**src/include/adder_defs.svh**
```systemverilog
// Operand width, half width, doubling level count and pipeline latency macros.
`ifndef ADDER_DEFS_SVH
`define ADDER_DEFS_SVH

// Full operand width of the adder.
`define ADD_WIDTH 64

// Width covered by one prefix tree.
`define HALF_WIDTH 32

// Doubling levels inside one tree, log2 of HALF_WIDTH.
`define HALF_LEVELS 5

// Clock edges from operand capture to a registered result.
`define PIPE_LATENCY 2

`endif
```
**src/verilog/kgp_pkg.sv**
```systemverilog
// Kill/generate/propagate symbol types, operand and result types, symbol helper functions.
`include "adder_defs.svh"

package kgp_pkg;

  // Symbol codes. The code is the operand bit pair {a, b} read as a number.
  typedef enum logic [1:0] {
    kgp_kill    = 2'b00,
    kgp_prop_ba = 2'b01,
    kgp_prop_ab = 2'b10,
    kgp_gen     = 2'b11
  } kgp_e;

  typedef struct packed {
    logic a_bit;
    logic b_bit;
  } kgp_pair_t;

  // The encoder writes the pair view and the carry logic reads the code view.
  typedef union packed {
    kgp_pair_t pair;
    kgp_e      code;
  } kgp_sym_u;

  typedef logic [`ADD_WIDTH-1:0]  operand_t;
  typedef logic [`HALF_WIDTH-1:0] half_t;
  typedef logic [`ADD_WIDTH:0]    sum_t;  // Carry out in the top bit.

  // Symbol i covers bits 0 to i of the half.
  typedef struct packed {
    kgp_sym_u [`HALF_WIDTH-1:0] grp;
    half_t                      hsum;
  } half_result_t;

  function automatic kgp_sym_u kgp_encode(input logic a_bit, input logic b_bit);
    kgp_sym_u sym;
    sym.pair.a_bit = a_bit;
    sym.pair.b_bit = b_bit;
    return sym;
  endfunction

  // A kill or generate in the upper symbol decides; a propagate hands over to the lower one.
  function automatic kgp_sym_u kgp_combine(input kgp_sym_u upper, input kgp_sym_u lower);
    kgp_sym_u res;
    if (upper.code == kgp_kill || upper.code == kgp_gen) begin
      res = upper;
    end else begin
      res = lower;
    end
    return res;
  endfunction

  // Carry out of a group symbol for a known carry into the group.
  function automatic logic kgp_resolve(input kgp_sym_u grp, input logic carry_in);
    logic carry;
    case (grp.code)
      kgp_gen:  carry = 1'b1;
      kgp_kill: carry = 1'b0;
      default:  carry = carry_in;
    endcase
    return carry;
  endfunction

endpackage

```
**src/verilog/doubling_adder_top.sv**
```systemverilog
// Top level of the pipelined 64-bit doubling adder, two prefix trees and a carry merge.
`timescale 1ns/1ps
`include "adder_defs.svh"

module doubling_adder_top (
  input  logic              clk,
  input  logic              arst_n,
  input  logic              in_valid,
  input  kgp_pkg::operand_t a,
  input  kgp_pkg::operand_t b,
  input  logic              cin,
  output kgp_pkg::sum_t     sum,
  output logic              out_valid
);

  import kgp_pkg::*;

  half_result_t lo_res;
  half_result_t hi_res;

  kgp_prefix_tree #(
    .WIDTH (`HALF_WIDTH)
  ) lo_tree (
    .clk    (clk),
    .arst_n (arst_n),
    .a      (a[`HALF_WIDTH-1:0]),
    .b      (b[`HALF_WIDTH-1:0]),
    .result (lo_res)
  );

  // Runs in parallel with the low tree and knows nothing of the low carries.
  kgp_prefix_tree #(
    .WIDTH (`HALF_WIDTH)
  ) hi_tree (
    .clk    (clk),
    .arst_n (arst_n),
    .a      (a[`ADD_WIDTH-1:`HALF_WIDTH]),
    .b      (b[`ADD_WIDTH-1:`HALF_WIDTH]),
    .result (hi_res)
  );

  carry_merge merge (
    .clk       (clk),
    .arst_n    (arst_n),
    .in_valid  (in_valid),
    .cin       (cin),
    .lo        (lo_res),
    .hi        (hi_res),
    .sum       (sum),
    .out_valid (out_valid)
  );

endmodule

```
**src/verilog/carry_merge.sv**
```systemverilog
// Final doubling level across the two halves, carry resolution and sum register.
`timescale 1ns/1ps
`include "adder_defs.svh"

module carry_merge (
  input  logic                  clk,
  input  logic                  arst_n,
  input  logic                  in_valid,
  input  logic                  cin,
  input  kgp_pkg::half_result_t lo,
  input  kgp_pkg::half_result_t hi,
  output kgp_pkg::sum_t         sum,
  output logic                  out_valid
);

  import kgp_pkg::*;

  localparam int HW = `HALF_WIDTH;

  logic          valid_q;  // Travels alongside the tree registers.
  logic          cin_q;
  logic [HW-1:0] lo_carry;
  logic [HW-1:0] hi_carry;
  logic          lo_cout;
  logic          hi_cout;
  sum_t          sum_d;

  // First stage matches the registers inside both trees.
  always_ff @(posedge clk or negedge arst_n) begin
    if (!arst_n) begin
      valid_q <= 1'b0;
      cin_q   <= 1'b0;
    end else begin
      valid_q <= in_valid;
      cin_q   <= cin;
    end
  end

  // Low half resolves straight against the carry in.
  always_comb begin
    lo_carry[0] = cin_q;
    for (int i = 1; i < HW; i++) begin
      lo_carry[i] = kgp_resolve(lo.grp[i-1], cin_q);
    end
    lo_cout = kgp_resolve(lo.grp[HW-1], cin_q);
  end

  // The sixth level. The high groups reach down through the whole low half.
  always_comb begin
    hi_carry[0] = lo_cout;
    for (int j = 1; j < HW; j++) begin
      hi_carry[j] = kgp_resolve(hi.grp[j-1], lo_cout);
    end
    hi_cout = kgp_resolve(hi.grp[HW-1], lo_cout);
  end

  assign sum_d = {hi_cout, hi.hsum ^ hi_carry, lo.hsum ^ lo_carry};

  always_ff @(posedge clk or negedge arst_n) begin
    if (!arst_n) begin
      sum       <= '0;
      out_valid <= 1'b0;
    end else begin
      out_valid <= valid_q;
      if (valid_q) begin
        sum <= sum_d;  // Holds the last result between valid cycles.
      end
    end
  end

  // The strobe takes exactly two edges from in_valid to out_valid.
  a_valid_delay: assert property (
    @(posedge clk) disable iff (!arst_n)
    $past(arst_n) && $past(arst_n, 2) |-> out_valid == $past(in_valid, 2)
  ) else $error("out_valid does not follow in_valid by two edges.");

  // Both trees must deliver clean symbols whenever a result is formed.
  a_sym_known: assert property (
    @(posedge clk) disable iff (!arst_n)
    valid_q |-> !$isunknown({lo.grp, hi.grp})
  ) else $error("Unknown group symbol code on a valid cycle.");

endmodule

```
**src/verilog/kgp_prefix_tree.sv**
```systemverilog
// Registered Kogge-Stone prefix tree over one operand half, with half-sum bits.
`timescale 1ns/1ps
`include "adder_defs.svh"

module kgp_prefix_tree #(
  parameter int WIDTH = `HALF_WIDTH
) (
  input  logic                    clk,
  input  logic                    arst_n,
  input  logic [WIDTH-1:0]        a,
  input  logic [WIDTH-1:0]        b,
  output kgp_pkg::half_result_t   result
);

  import kgp_pkg::*;

  localparam int LEVELS = $clog2(WIDTH);

  // Level 0 holds the raw bit symbols, level LEVELS the group symbols.
  kgp_sym_u lvl [0:LEVELS][0:WIDTH-1];
  logic [WIDTH-1:0] hsum;

  assign hsum = a ^ b;

  for (genvar i = 0; i < WIDTH; i++) begin : g_encode
    assign lvl[0][i] = kgp_encode(a[i], b[i]);
  end

  // Level k joins each symbol with the one 2^k positions below it.
  for (genvar k = 0; k < LEVELS; k++) begin : g_level
    localparam int DIST = 1 << k;
    for (genvar i = 0; i < WIDTH; i++) begin : g_bit
      if (i < DIST) begin : g_pass
        assign lvl[k+1][i] = lvl[k][i];  // Already covers bits 0 to i.
      end else begin : g_join
        assign lvl[k+1][i] = kgp_combine(lvl[k][i], lvl[k][i-DIST]);
      end
    end
  end

  always_ff @(posedge clk or negedge arst_n) begin
    if (!arst_n) begin
      result <= '0;
    end else begin
      for (int i = 0; i < WIDTH; i++) begin
        result.grp[i] <= lvl[LEVELS][i];
      end
      result.hsum <= hsum;
    end
  end

  // Bit 0 has no lower neighbour, so its group symbol is its own operand pair.
  a_sym0_is_pair: assert property (
    @(posedge clk) disable iff (!arst_n)
    $past(arst_n) |-> result.grp[0] == $past(kgp_encode(a[0], b[0]))
  ) else $error("Group symbol 0 does not match the captured operand pair.");

endmodule

```
**config.mk**
```make
export PLATFORM = sky130hd
export DESIGN_NAME = doubling_adder_top
export DESIGN_NICKNAME = d
export VERILOG_FILES = /design/src/verilog/kgp_pkg.sv /design/src/verilog/doubling_adder_top.sv /design/src/verilog/carry_merge.sv /design/src/verilog/kgp_prefix_tree.sv
export VERILOG_INCLUDE_DIRS = /design/src /design/src/include
export SDC_FILE = /design/constraint.sdc
export NUM_CORES = 1
export LEC_CHECK = 0
export BUFFER_PORTS_ARGS = -buffer_cell sky130_fd_sc_hd__buf_2
export CAP_MARGIN = 20
export CORE_AREA = 3 3 214 153
export CTS_BUF_LIST = sky130_fd_sc_hd__clkbuf_4
export DETAILED_ROUTE_END_ITERATION = 12
export DIE_AREA = 0 0 217 156
export PLACE_DENSITY_LB_ADDON = 0.12
export SETUP_SLACK_MARGIN = 0.1
export SKIP_LAST_GASP = 1
export SYNTH_ARGS = -nofsm -noshare
export SYNTH_HDL_FRONTEND = slang
export SYNTH_HIERARCHICAL = 1
export SYNTH_SLANG_ARGS = --single-unit
```
**constraint.sdc**
```tcl
create_clock -name clk -period 1.5 [get_ports clk]
set_input_delay 0.15 -clock clk [delete_from_list [all_inputs] [get_ports clk]]
set_output_delay 0.15 -clock clk [all_outputs]
set_load 0.01 [all_outputs]
```
==> impl_metrics.yaml <==
status:
  failed_checks: "negative setup slack"
  outcome: "complete, but fails checks"
timing:
  slew_viol_final: 0
  min_period_ns: 2.347
  finalCritPeriodShare: 1.565
  slew-limit-headroom: 0.3219
  fin_skew_ns: 0.07732
  final-hold-violation-count: 0
  fin_hold_ws_ns: 0.02472
  fmax_ghz: 0.4260
  setup-violations-final: 83
  layout_setup_ws_ns: -0.8474
  rsz0062_at_grt: "yes"
  tns_ns: -18.94
  worst-slew-pin-transition_ns: 1.014
global_route:
  grt_max_degree: 73
  antenna_found_initial: 4
  grt_pass1_wl_mm: 92.81
  grt_pass1_vias: 17630
  grtUsageTotal: 0.3438
  grt-ovfl-total: 0
synthesis:
  synth_top_area_cell: "dfrtp_1"
  synth_cell_types: 72
  post-synth-top-area-fraction: 0.3836
  synth_top_flop_cell: "dfrtp_1"
  synth_seq_cells: 260
  async_flop_share: 1.000
  synth_nets: 1983
  synthesis.area_um2: 16960
  avgSynthCellArea_um2: 9.513
  synth_cells: 1783
  synthTopCellsByArea: "dfrtp_1 38%, maj3_1 6.5%, ha_1 5.0%"
  seq_area_frac_synth: 0.3836
  yosysWarnings: 6
  synth_edf_count: 0
detailed_routing:
  drt_iter0_markers: 1838
  drt_pass1_iterations: 6
  post_drt_wl_per_cell_um: 22.15
  drt_drc_violations_left: 0
  viasPerCell: 5.990
  wl_mm: 68.83
  ant_nets: 0
  num_vias: 18610
pwr:
  switching_share: 0.3732
  p_comb_frac: 0.508
  clkPwrFrac: 0.197
  p_int_uw: 20140
  powerDensity_nw_per_um2: 1187
  p_switching_uw: 11990
  irDropWorstVdd_mv: 0.7618
  cellLeakagePower_uw: 0.01239
  seqPwrFrac: 0.295
floorplanning:
  die_w_um: 217
  initial_core_util: 0.5482
  rows: 54
  die-area_um2: 33850
  core_area_um2: 30940
  num_io_pins: 198
  dieHeight_um: 156
setup_path:
  startpoint_type: "input pin"
  reg2reg_slack_ns: -0.52
  worstSetupPathType: "in -> reg"
  crit_fanout: 5
  required_ns: 2.12
  setup.worst_path.end_class: "flop"
  arrival_ns: 2.96
clocking:
  clk_pin_slew_ns: 0.11
  insertion_delay_ns: 0.80
  cts_root_buffer: "clkbuf_4"
  clockBufferDepth: 3
  cts_sinks: 260
  cts_made_buffers: 69
  cts_tree: "done"
  htreeDepth: 3
layout:
  nets: 2842
  instances_no_fill: 3107
  area_growth_pct: 59.55
  final_area_um2: 27060
  final.fill_count: 1522
  layout-drive-gt1-share: 0.4948
run:
  maxCapViolations: 0
placement:
  place.gp.congestion: 0.9584
  port_buffers: 197
  dp.cells: 2786
  post-dp-hpwl_mm: 40.72
  dp_slack_ns: -1.592
  dpl-instance-area_um2: 22440
hold_path:
  hold_path.class: "in -> async"
## cell usage after synthesis, types with 41 or more instances
master / number
a211o_1: 41
nand2_1: 76
xor2_1: 60
o211ai_1: 53
clkbuf_1: 75
ha_1: 68
a31oi_1: 66
maj3_1: 110
inv_1: 92
o21ai_0: 74
dfrtp_1: 260
a21oi_1: 81
xnor2_1: 41
nor2_1: 176
## cell usage in the layout, fill, tap and decap left out, types with 11 or more instances in the layout
| cell | count |
|---|---|
| nand3_1 | 11 |
| o21ai_1 | 20 |
| nor2_2 | 15 |
| ha_4 | 20 |
| inv_2 | 13 |
| a21oi_1 | 53 |
| mux2_2 | 20 |
| ha_1 | 48 |
| a31oi_1 | 59 |
| o31ai_1 | 16 |
| o211ai_1 | 53 |
| xor2_1 | 53 |
| o21ai_0 | 44 |
| a21o_1 | 18 |
| o21a_1 | 16 |
| clkbuf_4 | 93 |
| buf_6 | 86 |
| buf_12 | 17 |
| buf_8 | 16 |
| buf_2 | 145 |
| maj3_1 | 49 |
| a21oi_2 | 23 |
| maj3_2 | 95 |
| mux2i_4 | 12 |
| clkinv_1 | 12 |
| a211o_1 | 41 |
| dlygate4sd3_1 | 96 |
| xnor2_1 | 25 |
| nor2_1 | 156 |
| inv_1 | 82 |
| and2_1 | 33 |
| mux2i_1 | 14 |
| or2_2 | 25 |
| nand2_1 | 73 |
| xnor2_2 | 15 |
| dfrtp_1 | 259 |
| buf_4 | 538 |
| mux2_4 | 14 |
| nand2b_1 | 36 |
## worst max-delay path, cell delays in order
cell and delay [ns]:
buf_6 0.09, maj3_2 0.31, o221a_4 0.31, a2111oi_4 0.21, nor2_1 0.09, maj3_2 0.33, maj3_2 0.34, ha_4 0.25
or3_4 0.38, and3_4 0.20, maj3_2 0.30
## routing by layer
layer,track usage,up-vias,part of all wire
met5,0,-,0
met4,0.09559,0,0.040
met3,0.07650,248,0.094
met2,0.5389,1056,0.46
met1,0.4839,9101,0.41
li1,-,8206,-
## power groups by stage
| stage | clock [uW] | combinational (uW) | sequential, uW |
|---|---|---|---|
| after detailed placement | 0 | 11200 | 9390 |
| after global routing | 6800 | 17100 | 9590 |
| final | 6340 | 16300 | 9480 |
| after global placement | 0 | 10900 | 9330 |
| after floorplan | 0 | 6540 | 9520 |
| after CTS | 6200 | 13900 | 9310 |
## final timing paths
kind / startpoint / endpoint / cells past startpoint
min: arst_n / merge/sum[36]$_DFFE_PN0P_ / 3
max in group asynchronous: arst_n / merge/valid_q$_DFF_PN0_ / 3
max reg2reg: lo_tree/result[95]$_DFF_PN0_ / merge/sum[57]$_DFFE_PN0P_ / 7
min in group clk: a[36] / hi_tree/result[40]$_DFF_PN0_ / 6
min reg2reg: merge/sum[28]$_DFFE_PN0P_ / merge/sum[28]$_DFFE_PN0P_ / 1
max: a[56] / hi_tree/result[92]$_DFF_PN0_ / 11
## kinds of logic after synthesis
group	count (synthesis)	synth area share
AOI/OAI and AO/OA	507	0.2109
and+or+nand+nor	422	0.1193
xor gates and xnor gates	101	0.05215
adders and majority gates	212	0.1376
DFF	260	0.3836
buffers and inverters	211	0.05185
muxes	70	0.04455
## per-stage QoR
stage,power (uW),util
floorplan,16060,-
global placement,20210,0.7251
detailed placement,20620,0.7251
CTS,29410,0.8242
global route,33510,0.8746
finish,32130,0.8746
## cell type report
type                    count  area [um^2]  share of cell area
diodes                      3        7.507           0.0002774
clock buffers              93        698.2             0.02580
clock inverters            20        108.9            0.004022
inverters                  94        357.8             0.01322
multi-input cells        1312        11400              0.4211
flip-flops and latches    260         6510              0.2405
well taps                 420        525.5             0.01942
repair buffers            905         7460              0.2756
## repair_timing
action,in CTS,in global routing
buffers inserted,48,58
setup endpoints to repair,171,250
hold buffers,94,11
endpoints found under the hold margin,353,28
gates resized for setup,164,230
cloned,6,3
pin swaps,110,159
## state kept, by name, summed over array words and instances, names as in the netlist
register,cells
hi_tree/result,96
lo_tree/result,96
merge/sum,65
merge/cin_q,1
merge/out_valid,1
merge/valid_q,1
Note: power is estimated with default switching activity, not from simulation.
